<file path="config.mk">
export PLATFORM = sky130hd
export DESIGN_NAME = fsync_2x2
export DESIGN_NICKNAME = d
export VERILOG_FILES = /design/src/fsync_pkg.sv /design/src/fsync_req_decode.sv /design/src/fsync_barrier_table.sv /design/src/fsync_rsp_route.sv /design/src/fsync_2x2.sv
export SDC_FILE = /design/constraint.sdc
export NUM_CORES = 1
export LEC_CHECK = 0
export ABC_AREA = 1
export BUFFER_PORTS_ARGS = -buffer_cell sky130_fd_sc_hd__buf_2
export CELL_PAD_IN_SITES_DETAIL_PLACEMENT = 1
export CELL_PAD_IN_SITES_GLOBAL_PLACEMENT = 1
export CORE_AREA = 2 2 237 239
export CTS_CLUSTER_SIZE = 40
export DETAILED_ROUTE_END_ITERATION = 10
export DIE_AREA = 0 0 239 241
export HOLD_SLACK_MARGIN = 0.02
export PLACE_DENSITY_LB_ADDON = 0.1
export SETUP_SLACK_MARGIN = 0.15
export SKIP_CTS_REPAIR_TIMING = 1
export SYNTH_ARGS = -nofsm -noshare
export SYNTH_HDL_FRONTEND = slang
export SYNTH_SLANG_ARGS = --single-unit
</file>
<file path="constraint.sdc">
create_clock -name clk_i -period 1.7 [get_ports clk_i]
set_input_delay 0.425 -clock clk_i [delete_from_list [all_inputs] [get_ports clk_i]]
set_output_delay 0.425 -clock clk_i [all_outputs]
set_load 0.02 [all_outputs]
</file>
<file path="src/fsync_pkg.sv">
// fractal sync package: widths, level constants and request/response types of the 2x2 network
`default_nettype none

package fsync_pkg;

  // aggregate mask widths shrink by one bit per tree level
  localparam int unsigned IN_AGGR_WIDTH  = 3;
  localparam int unsigned ITL_AGGR_WIDTH = 2;
  localparam int unsigned OUT_AGGR_WIDTH = 1;

  localparam int unsigned ID_WIDTH   = 2;
  localparam int unsigned LVL_WIDTH  = 1;
  localparam int unsigned N_CU_PORTS = 4;

  typedef logic [ID_WIDTH-1:0]  sync_id_t;
  typedef logic [LVL_WIDTH-1:0] sync_lvl_t;

  // request from a compute unit into a level-0 node
  typedef struct packed {
    logic                     req;
    logic [IN_AGGR_WIDTH-1:0] aggr;
    sync_id_t                 id;
  } fsync_in_req_t;

  // request leaving the level-1 stage towards the outside
  typedef struct packed {
    logic                      req;
    logic [OUT_AGGR_WIDTH-1:0] aggr;
    sync_id_t                  id;
  } fsync_out_req_t;

  // wake response, used on every level of the tree
  typedef struct packed {
    logic      wake;
    logic      error;
    sync_lvl_t lvl;
    sync_id_t  id;
  } fsync_rsp_t;

  // a barrier closed inside a node, or an error, with the ports to wake
  typedef struct packed {
    logic       valid;
    logic [1:0] mask;
    logic       error;
    sync_id_t   id;
  } fsync_local_t;

  // bit 0 of the mask selects a join at this level
  typedef enum logic [1:0] {
    JOIN,
    PASS,
    ERR
  } req_class_e;

endpackage

`default_nettype wire

</file>
<file path="src/fsync_req_decode.sv">
// request decode: registers the two child requests of a node and classifies their masks
`timescale 1ns/10ps
`default_nettype none

module fsync_req_decode #(
  parameter int unsigned AGGR_WIDTH = 3
) (
  input  logic                                  clk_i,
  input  logic                                  rst_n_i,
  input  logic [1:0]                            req_i,
  input  logic [1:0][AGGR_WIDTH-1:0]            aggr_i,
  input  fsync_pkg::sync_id_t [1:0]             id_i,
  output logic [1:0]                            vld_o,
  output fsync_pkg::req_class_e                 class_o [2],
  output logic [1:0][AGGR_WIDTH-2:0]            aggr_o,
  output fsync_pkg::sync_id_t [1:0]             id_o
);

  fsync_pkg::req_class_e cls_d [2];

  // a set bit 0 asks for a barrier at this node, higher bits ask for one further up
  always_comb begin
    for (int p = 0; p < 2; p++) begin
      if (aggr_i[p][0]) begin
        cls_d[p] = fsync_pkg::JOIN;
      end else if (|aggr_i[p][AGGR_WIDTH-1:1]) begin
        cls_d[p] = fsync_pkg::PASS;
      end else begin
        cls_d[p] = fsync_pkg::ERR;
      end
    end
  end

  always_ff @(posedge clk_i or negedge rst_n_i) begin
    if (!rst_n_i) begin
      vld_o <= '0;
    end else begin
      vld_o <= req_i;
    end
  end

  // the mask leaves decode without bit 0, the next stage only sees the levels above
  always_ff @(posedge clk_i) begin
    for (int p = 0; p < 2; p++) begin
      if (req_i[p]) begin
        class_o[p] <= cls_d[p];
        aggr_o[p]  <= aggr_i[p][AGGR_WIDTH-1:1];
        id_o[p]    <= id_i[p];
      end
    end
  end

endmodule

`default_nettype wire

</file>
<file path="src/fsync_barrier_table.sv">
// barrier table: per-id pending bits of a node, pairs arrivals into local closes or upward requests
`timescale 1ns/10ps
`default_nettype none

module fsync_barrier_table #(
  parameter int unsigned AGGR_WIDTH = 3
) (
  input  logic                       clk_i,
  input  logic                       rst_n_i,
  input  logic [1:0]                 vld_i,
  input  fsync_pkg::req_class_e      class_i [2],
  input  logic [1:0][AGGR_WIDTH-2:0] aggr_i,
  input  fsync_pkg::sync_id_t [1:0]  id_i,
  output fsync_pkg::fsync_local_t    local_o,
  output logic                       up_req_o,
  output logic [AGGR_WIDTH-2:0]      up_aggr_o,
  output fsync_pkg::sync_id_t        up_id_o,
  output logic [1:0]                 up_mask_o
);

  localparam int unsigned N_IDS = 2**fsync_pkg::ID_WIDTH;

  // one result of the table, either a local wake or a request to the parent
  typedef struct packed {
    logic                  vld;
    logic                  up;
    logic                  err;
    logic [1:0]            ports;
    logic [AGGR_WIDTH-2:0] aggr;
    fsync_pkg::sync_id_t   id;
  } evt_t;

  logic [N_IDS-1:0][1:0] pend_q, pend_d;
  logic                  pair;
  evt_t                  evt [2];
  evt_t                  evt_a, evt_b;
  evt_t                  slot, hold_d, hold_q, out_q;

  // both ports join the same id in one cycle
  assign pair = &vld_i && class_i[0] == fsync_pkg::JOIN && class_i[1] == fsync_pkg::JOIN &&
                id_i[0] == id_i[1];

  always_comb begin
    pend_d = pend_q;
    for (int p = 0; p < 2; p++) begin
      evt[p]       = '0;
      evt[p].aggr  = aggr_i[p];
      evt[p].id    = id_i[p];
      evt[p].ports = 2'b01 << p;
      if (vld_i[p]) begin
        case (class_i[p])
          fsync_pkg::PASS: begin
            evt[p].vld = 1'b1;
            evt[p].up  = 1'b1;
          end
          fsync_pkg::JOIN: begin
            if (pend_q[id_i[p]][p]) begin
              // second arrival while this port still waits on the id
              evt[p].vld = 1'b1;
              evt[p].err = 1'b1;
            end else if (pend_q[id_i[p]][1-p] || pair) begin
              // barrier meets, it closes here when no mask bit is left
              evt[p].vld           = 1'b1;
              evt[p].up            = |aggr_i[p];
              evt[p].ports         = 2'b11;
              pend_d[id_i[p]][1-p] = 1'b0;
            end else begin
              pend_d[id_i[p]][p] = 1'b1;
            end
          end
          default: begin
            evt[p].vld = 1'b1;
            evt[p].err = 1'b1;
          end
        endcase
      end
    end
  end

  // equal results of both ports merge, otherwise port B waits one cycle in the hold register
  always_comb begin
    evt_a = evt[0];
    evt_b = evt[1];
    if (evt_a.vld && evt_b.vld && evt_a.up == evt_b.up && evt_a.err == evt_b.err &&
        evt_a.id == evt_b.id) begin
      evt_a.ports = evt_a.ports | evt_b.ports;
      evt_b.vld   = 1'b0;
    end
    // while B is held both ports wait for a wake, so at most one new result shows up
    if (hold_q.vld) begin
      slot   = hold_q;
      hold_d = evt_a.vld ? evt_a : evt_b;
    end else if (evt_a.vld) begin
      slot   = evt_a;
      hold_d = evt_b;
    end else begin
      slot   = evt_b;
      hold_d = '0;
    end
  end

  always_ff @(posedge clk_i or negedge rst_n_i) begin
    if (!rst_n_i) begin
      pend_q <= '0;
      hold_q <= '0;
      out_q  <= '0;
    end else begin
      pend_q <= pend_d;
      hold_q <= hold_d;
      out_q  <= slot;
    end
  end

  assign local_o.valid = out_q.vld && !out_q.up;
  assign local_o.mask  = out_q.ports;
  assign local_o.error = out_q.err;
  assign local_o.id    = out_q.id;

  assign up_req_o  = out_q.vld && out_q.up;
  assign up_aggr_o = out_q.aggr;
  assign up_id_o   = out_q.id;
  assign up_mask_o = out_q.ports;

endmodule

`default_nettype wire

</file>
<file path="src/fsync_rsp_route.sv">
// wake router: tracks ports waiting on upward requests and drives registered wakes to the children
`timescale 1ns/10ps
`default_nettype none

module fsync_rsp_route #(
  parameter fsync_pkg::sync_lvl_t LVL_VALUE = '0
) (
  input  logic                        clk_i,
  input  logic                        rst_n_i,
  input  fsync_pkg::fsync_local_t     local_i,
  input  logic                        up_req_i,
  input  fsync_pkg::sync_id_t         up_id_i,
  input  logic [1:0]                  up_mask_i,
  input  fsync_pkg::fsync_rsp_t       up_rsp_i,
  output fsync_pkg::fsync_rsp_t [1:0] rsp_o
);

  localparam int unsigned N_IDS = 2**fsync_pkg::ID_WIDTH;

  logic [N_IDS-1:0][1:0]       wait_q, wait_d;
  logic [1:0]                  up_ports;
  fsync_pkg::fsync_rsp_t [1:0] rsp_d;

  // a parent wake for an id nobody waits on selects no port
  assign up_ports = up_rsp_i.wake ? wait_q[up_rsp_i.id] : 2'b00;

  always_comb begin
    wait_d = wait_q;
    if (up_rsp_i.wake) begin
      wait_d[up_rsp_i.id] = 2'b00;
    end
    if (up_req_i) begin
      wait_d[up_id_i] = wait_d[up_id_i] | up_mask_i;
    end
  end

  // the one-outstanding rule keeps local and parent wakes apart on a port
  always_comb begin
    for (int p = 0; p < 2; p++) begin
      rsp_d[p] = '0;
      if (local_i.valid && local_i.mask[p]) begin
        rsp_d[p].wake  = 1'b1;
        rsp_d[p].error = local_i.error;
        rsp_d[p].lvl   = LVL_VALUE;
        rsp_d[p].id    = local_i.id;
      end else if (up_ports[p]) begin
        rsp_d[p] = up_rsp_i;
      end
    end
  end

  always_ff @(posedge clk_i or negedge rst_n_i) begin
    if (!rst_n_i) begin
      wait_q <= '0;
      rsp_o  <= '0;
    end else begin
      wait_q <= wait_d;
      rsp_o  <= rsp_d;
    end
  end

endmodule

`default_nettype wire

</file>
<file path="src/fsync_2x2.sv">
// 2x2 fractal sync network: horizontal and vertical level-0 pairs joined by one level-1 node each
`timescale 1ns/10ps
`default_nettype none

module fsync_2x2 (
  input  logic                      clk_i,
  input  logic                      rst_n_i,
  input  fsync_pkg::fsync_in_req_t  h_req_i [fsync_pkg::N_CU_PORTS],
  input  fsync_pkg::fsync_in_req_t  v_req_i [fsync_pkg::N_CU_PORTS],
  output fsync_pkg::fsync_rsp_t     h_rsp_o [fsync_pkg::N_CU_PORTS],
  output fsync_pkg::fsync_rsp_t     v_rsp_o [fsync_pkg::N_CU_PORTS],
  output fsync_pkg::fsync_out_req_t h_out_req_o,
  output fsync_pkg::fsync_out_req_t v_out_req_o,
  input  fsync_pkg::fsync_rsp_t     h_out_rsp_i,
  input  fsync_pkg::fsync_rsp_t     v_out_rsp_i
);

  // level-0 nodes 0 and 1 are horizontal, 2 and 3 vertical
  logic [3:0][1:0]                               l0_req;
  logic [3:0][1:0][fsync_pkg::IN_AGGR_WIDTH-1:0] l0_aggr;
  fsync_pkg::sync_id_t [3:0][1:0]                l0_id;
  fsync_pkg::fsync_rsp_t [3:0][1:0]              l0_rsp;
  logic [3:0]                                    l0_up_req;
  logic [3:0][fsync_pkg::ITL_AGGR_WIDTH-1:0]     l0_up_aggr;
  fsync_pkg::sync_id_t [3:0]                     l0_up_id;
  fsync_pkg::fsync_rsp_t [3:0]                   l0_up_rsp;
  logic [1:0]                                    l1_up_req;
  logic [1:0][fsync_pkg::OUT_AGGR_WIDTH-1:0]     l1_up_aggr;
  fsync_pkg::sync_id_t [1:0]                     l1_up_id;
  fsync_pkg::fsync_rsp_t [1:0]                   l1_out_rsp;

  // horizontal pairs are CU 2k and 2k+1, vertical pairs are transposed to CU k and k+2
  for (genvar k = 0; k < 2; k++) begin : gen_cu_map
    assign l0_req[k]    = {h_req_i[2*k+1].req, h_req_i[2*k].req};
    assign l0_aggr[k]   = {h_req_i[2*k+1].aggr, h_req_i[2*k].aggr};
    assign l0_id[k]     = {h_req_i[2*k+1].id, h_req_i[2*k].id};
    assign h_rsp_o[2*k]   = l0_rsp[k][0];
    assign h_rsp_o[2*k+1] = l0_rsp[k][1];

    assign l0_req[k+2]  = {v_req_i[k+2].req, v_req_i[k].req};
    assign l0_aggr[k+2] = {v_req_i[k+2].aggr, v_req_i[k].aggr};
    assign l0_id[k+2]   = {v_req_i[k+2].id, v_req_i[k].id};
    assign v_rsp_o[k]   = l0_rsp[k+2][0];
    assign v_rsp_o[k+2] = l0_rsp[k+2][1];
  end

  for (genvar n = 0; n < 4; n++) begin : gen_l0_node
    logic [1:0]                                    vld;
    fsync_pkg::req_class_e                         cls [2];
    logic [1:0][fsync_pkg::IN_AGGR_WIDTH-2:0]      aggr;
    fsync_pkg::sync_id_t [1:0]                     id;
    fsync_pkg::fsync_local_t                       loc;
    logic [1:0]                                    up_mask;

    fsync_req_decode #(.AGGR_WIDTH(fsync_pkg::IN_AGGR_WIDTH)) i_decode (
      .clk_i, .rst_n_i,
      .req_i(l0_req[n]), .aggr_i(l0_aggr[n]), .id_i(l0_id[n]),
      .vld_o(vld), .class_o(cls), .aggr_o(aggr), .id_o(id)
    );

    fsync_barrier_table #(.AGGR_WIDTH(fsync_pkg::IN_AGGR_WIDTH)) i_table (
      .clk_i, .rst_n_i,
      .vld_i(vld), .class_i(cls), .aggr_i(aggr), .id_i(id),
      .local_o(loc), .up_req_o(l0_up_req[n]), .up_aggr_o(l0_up_aggr[n]),
      .up_id_o(l0_up_id[n]), .up_mask_o(up_mask)
    );

    fsync_rsp_route #(.LVL_VALUE(1'b0)) i_route (
      .clk_i, .rst_n_i,
      .local_i(loc), .up_req_i(l0_up_req[n]), .up_id_i(l0_up_id[n]), .up_mask_i(up_mask),
      .up_rsp_i(l0_up_rsp[n]), .rsp_o(l0_rsp[n])
    );
  end

  assign l1_out_rsp[0] = h_out_rsp_i;
  assign l1_out_rsp[1] = v_out_rsp_i;

  // level-1 node d joins level-0 nodes 2d and 2d+1
  for (genvar d = 0; d < 2; d++) begin : gen_l1_node
    logic [1:0]                                    vld;
    fsync_pkg::req_class_e                         cls [2];
    logic [1:0][fsync_pkg::ITL_AGGR_WIDTH-2:0]     aggr;
    fsync_pkg::sync_id_t [1:0]                     id;
    fsync_pkg::fsync_local_t                       loc;
    logic [1:0]                                    up_mask;

    fsync_req_decode #(.AGGR_WIDTH(fsync_pkg::ITL_AGGR_WIDTH)) i_decode (
      .clk_i, .rst_n_i,
      .req_i(l0_up_req[2*d+:2]), .aggr_i(l0_up_aggr[2*d+:2]), .id_i(l0_up_id[2*d+:2]),
      .vld_o(vld), .class_o(cls), .aggr_o(aggr), .id_o(id)
    );

    fsync_barrier_table #(.AGGR_WIDTH(fsync_pkg::ITL_AGGR_WIDTH)) i_table (
      .clk_i, .rst_n_i,
      .vld_i(vld), .class_i(cls), .aggr_i(aggr), .id_i(id),
      .local_o(loc), .up_req_o(l1_up_req[d]), .up_aggr_o(l1_up_aggr[d]),
      .up_id_o(l1_up_id[d]), .up_mask_o(up_mask)
    );

    fsync_rsp_route #(.LVL_VALUE(1'b1)) i_route (
      .clk_i, .rst_n_i,
      .local_i(loc), .up_req_i(l1_up_req[d]), .up_id_i(l1_up_id[d]), .up_mask_i(up_mask),
      .up_rsp_i(l1_out_rsp[d]), .rsp_o(l0_up_rsp[2*d+:2])
    );
  end

  assign h_out_req_o.req  = l1_up_req[0];
  assign h_out_req_o.aggr = l1_up_aggr[0];
  assign h_out_req_o.id   = l1_up_id[0];
  assign v_out_req_o.req  = l1_up_req[1];
  assign v_out_req_o.aggr = l1_up_aggr[1];
  assign v_out_req_o.id   = l1_up_id[1];

endmodule

`default_nettype wire

</file>
After elaboration in Yosys (flattened, before gate mapping)
Cells that the tools add are included.
{ "word_totals": {"ff_bits": 340, "input_bits": 60, "output_inout_bits": 48} }
{ "op_classes": {"eq_ne": 30, "reduce_logical": 142, "order_cmp": 48, "muxes": 396, "bitwise_logic": 60} }
{ "ops": {"columns": ["op", "n"], "rows": [
  ["$mux W8", 68],
  ["$mux W2", 114],
  ["$mux W5", 36],
  ["$and A8 B8 Y8", 18],
  ["$demux W2 S2", 36],
  ["$mux W9", 16],
  ["$not A8 Y8", 18],
  ["$bmux W2 S2", 24],
  ["$or A8 B8 Y8", 12],
  ["$logic_and A1 B1 Y1", 90],
  ["$lt A2 B3 Y1 const B", 24],
  ["$mux W1", 72],
  ["$bwmux W8", 6],
  ["$ge A2 B1 Y1 const B", 24],
  ["$pmux W1 S2", 24],
  ["$reduce_or A2 Y1", 16],
  ["$eq A2 B1 Y1 const B", 12],
  ["$logic_not A2 Y1", 12],
  ["$or A2 B2 Y2", 12],
  ["$eq A1 B1 Y1", 12],
  ["$eq A2 B2 Y1", 6],
  ["$logic_or A1 B1 Y1", 12],
  ["$reduce_and A2 Y1", 6],
  ["$logic_not A1 Y1", 6]
]} }

Longest topological paths before layout
{ "depth": {"ltp_word": 16, "depth_mapped": 18, "depth_no_buf": 17} }

Modules after synthesis
From an unflattened synthesis, not the netlist that was laid out.
{ "unflattened": {"hier_cells": 2292, "area_unflattened_um2": 18152.4} }
{ "by_module_without_submodules": {"columns": ["module", "area_per_inst_um2", "n_inst", "cells_each", "seq_area_each_um2"], "rows": [
  ["fsync_barrier_table (gen_l0_node[0].i_table ...)", 1686.6, 3, 233, 650.6],
  ["fsync_barrier_table (gen_l1_node[0].i_table ...)", 1522.7, 2, 217, 600.6],
  ["fsync_rsp_route (gen_l0_node[1].i_route ...)", 952.2, 3, 131, 450.4],
  ["fsync_rsp_route (gen_l1_node[0].i_route ...)", 1007.2, 2, 132, 450.4],
  ["fsync_req_decode (gen_l0_node[0].i_decode ...)", 460.4, 4, 26, 410.4],
  ["fsync_barrier_table (gen_l0_node[3].i_table)", 1620.3, 1, 231, 650.6],
  ["fsync_rsp_route (gen_l0_node[0].i_route)", 958.4, 1, 131, 450.4],
  ["fsync_req_decode (gen_l1_node[0].i_decode ...)", 377.9, 2, 18, 350.3]
]} }

Least setup slack after synthesis
OpenSTA, ideal clock, no wires.
{ "synth_timing": {"path_kind": "reg2reg", "startpoint": "register gen_l0_node[0].i_decode.id_o[2] in the netlist's numbering", "endpoint": "register gen_l0_node[0].i_table.hold_q[8] in the netlist's numbering", "path_stages_with_launch": 17, "setup_time_ps": 117, "path_slack_ps": -26, "arrival_time_ps": 1609, "period_less_slack_ps": 1726, "path_buffers": 0, "cell_sequence": "edfxtp_1 > inv_1 > nor2_1 > nand2_1 > nand2_1 > nor2_1 > nand2_1 > nand2_1 > inv_1 > nand2_1 > nand2_1 > inv_1 > nand2_1 > o21ai_1 > nand2_1 > nand2_1 > nand2_1"} }
{ "synth_rtl": {"columns": ["element", "line", "source"], "rows": [
  ["from (decl)", "fsync_req_decode.sv:16", "output fsync_pkg::sync_id_t [1:0] id_o"],
  ["from (signal, indexed assignment)", "fsync_req_decode.sv:48", "id_o[p] <= id_i[p];"],
  ["to (signal assigned)", "fsync_barrier_table.sv:109", "hold_q <= hold_d;"],
  ["to (decl)", "fsync_barrier_table.sv:37", "evt_t slot, hold_d, hold_q, out_q;"]
]} }

==> metrics <==
Worst Skew 0.0183 ns; DP Worst Slack -0.333 ns; # fillers 6,391; Remaining DRCs 0; Pins Over Slew Limit 0; initial antenna violation count 0; layout cells sized above 1 0.389; Synth cell types 28; share of the synthesized area in the top cell type 0.418; Hold EP gen_l0_node[2].i_decode.id_o[1]; R2R depth 15; clock root cell clkbuf_16; worst ir drop on vdd approximately 0.77 mV; DR pass1 iterations 4; outcome complete, but fails checks; cell mode on critical path nand2_1; asr flop ratio synth 0.800; Die ar. 57,600 µm²; Sum Neg Setup Slack -15.74 ns; number of global-route vias before repair 15,195; critical path type flop to flop; CP Max Fanout 5; routed vias/inst approximately 4.7; top-count cell post-synth nand2_1; GPL Wtd Cong 0.838; cell area power density 1450 nW/µm²; WHS 0.0427 ns; RSZ-0062 raised after global routing true; Post-synth EDFFs 68; R2R Setup Slk -0.28 ns; Area growth syn-to-layout 46.4%; critical path endpoint category flop; number of synthesized register bits 340; worst slew pin tran 0.554 ns; reg2reg end gen_l0_node[1].i_table.hold_q[5]; worst path cell trace buf_6 > nand2_1 > nand2_1 > nor2_2 > nand2_2 > nand2_2 > nand2_1 > nand2_1 > nand2_2 > inv_2 > nand2_2 > nand4_1 > nand3_2 > nand2_1 > nand2_1; WL final 50,300 µm; total power 34,500 µW; TritonCTS clock tree done; required time of the critical path 2.14 ns; Die X 239 µm; violated checks setup timing; Synth Flop Type dfrtp_1; CP max stage delay about 0.5 ns; core area 54,900 µm²; Final Util 0.435; CTS Buf Count 44; CP Launch Type flop; WHS Path Cells 1; DRT antenna net count 0; Post-synth top cells nand2_1, dfrtp_1, inv_1; via count approximately 15,000; final-stage net count between 2,000 and 3,000; Syn Area/Cell 7.93 µm²; register area share after synthesis 0.543; Synthesized Nets 2,114; fin worst setup slack -0.280 ns; final setup violation count 130; hold_sp v_req_i[19]; Final Critical Period ~2.0 ns; Mapped Cells 2,054; Max-slew headroom 0.630; Yosys top cell by area dfrtp_1; largest net degree at the start of global routing 44; clock buffer depth 3; global-route wire length before repair 78,300 µm; Sink Count 340; crit path max-delay cell type edfxtp_1; final hold vios 0; antenna cell count 0; wire per inst 15.6 µm; yosys warns 0; Rows 86; CTS clock-pin slew for the worst setup and hold paths 0.06 ns; Tot GR Track Use 0.167; crit path DAT 2.42 ns; total gr overflow 0; Highest Clock Rate just over 500 MHz; H-tree level count 2; IO Port Bufs 107; worst hold path type primary input to flop; leakage 0.0114 µW; die height between 200 and 250 µm; Max Cap Viol 0; Starting Density 0.297; detailed placement HPWL 36,700 µm; synthesized cell area 16,300 µm²; Ports 108; 1st-iter DRT viols 546; top area cells in the synthesized netlist dfrtp_1, nand2_1, edfxtp_1, o21ai_0, inv_1; clk_lat worst skew 0.57 ns; FF-to-FF Start gen_l0_node[1].i_decode.id_o[0]; Tcrit/Tclk final 1.16
-- per-stage QoR --
stage               instance area [µm²]  instances
floorplan                         16400       2054
CTS                               20700       3115
finish                            23900       3216
detailed placement                19200       3034
global placement                  19200       3034
global route                      23900       3216
-- worst max-delay path by stage --
stage / startpoint / to / slack [ns]
detailed placement: gen_l0_node[0].i_decode.id_o[1] / gen_l0_node[0].i_table.up_mask_o[1] / -0.33
CTS: gen_l0_node[0].i_decode.id_o[0] / gen_l0_node[0].i_table.hold_q[8] / -0.34
floorplan: gen_l1_node[0].i_decode.id_o[0] / gen_l1_node[0].i_table.up_mask_o[1] / 0.05
global placement: gen_l0_node[1].i_decode.id_o[0] / gen_l0_node[1].i_table.hold_q[7] / -0.32
finish: gen_l0_node[1].i_decode.id_o[0] / gen_l0_node[1].i_table.hold_q[5] / -0.28
global route: gen_l0_node[3].i_decode.id_o[0] / gen_l0_node[3].i_table.hold_q[8] / -0.44
-- layout make-up --
class,instances,area (µm²),area share
repair buffers,428,3350,0.141
clock buffers,65,1280,0.0537
multi-input cells,1409,8270,0.346
flip-flops and latches,340,8850,0.371
inverters,254,1000,0.0420
well taps,704,881,0.0369
clock inverters,16,225,0.00944
-- worst max-delay path: cells and delay by family (launching register included) --
| kind | cells | cell delay [ns] |
|---|---|---|
| buf+inv | 2 | 0.25 |
| flops | 1 | 0.50 |
| simple gates | 13 | 1.12 |
-- cells by family (layout without fill, tap and decap cells) --
logic type	after synthesis	after routing	share of synthesized area
AO/OA/AOI/OAI	343	343	0.119
flip-flops	340	340	0.543
buffers and inverters	305	763	0.0764
AND/OR/NAND/NOR	1066	1066	0.262
-- sequential cells by signal, summed over array words and instances, names as in the netlist, 8 cells and up --
name / count
gen_l0_node.i_table.up_id_o: 8
gen_l0_node.i_table.hold_q: 36
gen_l1_node.i_table.hold_q: 16
gen_l0_node.i_decode.id_o: 16
gen_l0_node.i_decode.aggr_o: 16
gen_l0_node.i_table.out_q: 8
gen_l0_node.i_decode.class_o: 16
gen_l0_node.i_table.up_aggr_o: 8
gen_l0_node.i_route.rsp_o: 40
gen_l1_node.i_route.rsp_o: 20
gen_l1_node.i_decode.class_o: 8
gen_l1_node.i_decode.id_o: 8
gen_l0_node.i_table.up_mask_o: 8
gen_l0_node.i_table.pend_q: 32
gen_l0_node.i_decode.vld_o: 8
gen_l1_node.i_table.pend_q: 16
gen_l0_node.i_route.wait_q: 32
gen_l1_node.i_route.wait_q: 16
-- metal layers --
metal	share of wire	global-route usage	up-vias
li1	-	-	7542
met1	0.48	0.242	7324
met2	0.47	0.262	166
met3	0.029	0.0237	63
met4	0.021	0.0468	0
met5	0	0	-
-- where the power goes --
group / switching, µW / internal, µW
logic: 7240 / 5060
clock network: 3600 / 5990
registers: 1920 / 10700
total: 12800 / 21700
-- layout by cell type, fill, tap and decap left out, drive strengths merged --
cell | netlist | layout
o31ai | 12 | 12
bufinv | 0 | 5
clkbuf | 17 | 67
a22oi | 16 | 16
dfrtp | 272 | 272
nor2 | 205 | 205
buf | 34 | 423
inv | 253 | 258
o21ai | 194 | 194
nor3 | 47 | 47
a21oi | 17 | 17
a31oi | 12 | 12
nand3 | 104 | 104
o22ai | 79 | 79
clkinv | 1 | 7
o211ai | 12 | 12
nand2 | 693 | 693
nand4 | 17 | 17
edfxtp | 68 | 68
dlygate4sd3 | 0 | 3
a21boi | 1 | 1
Power figures use the tool's default switching activity.
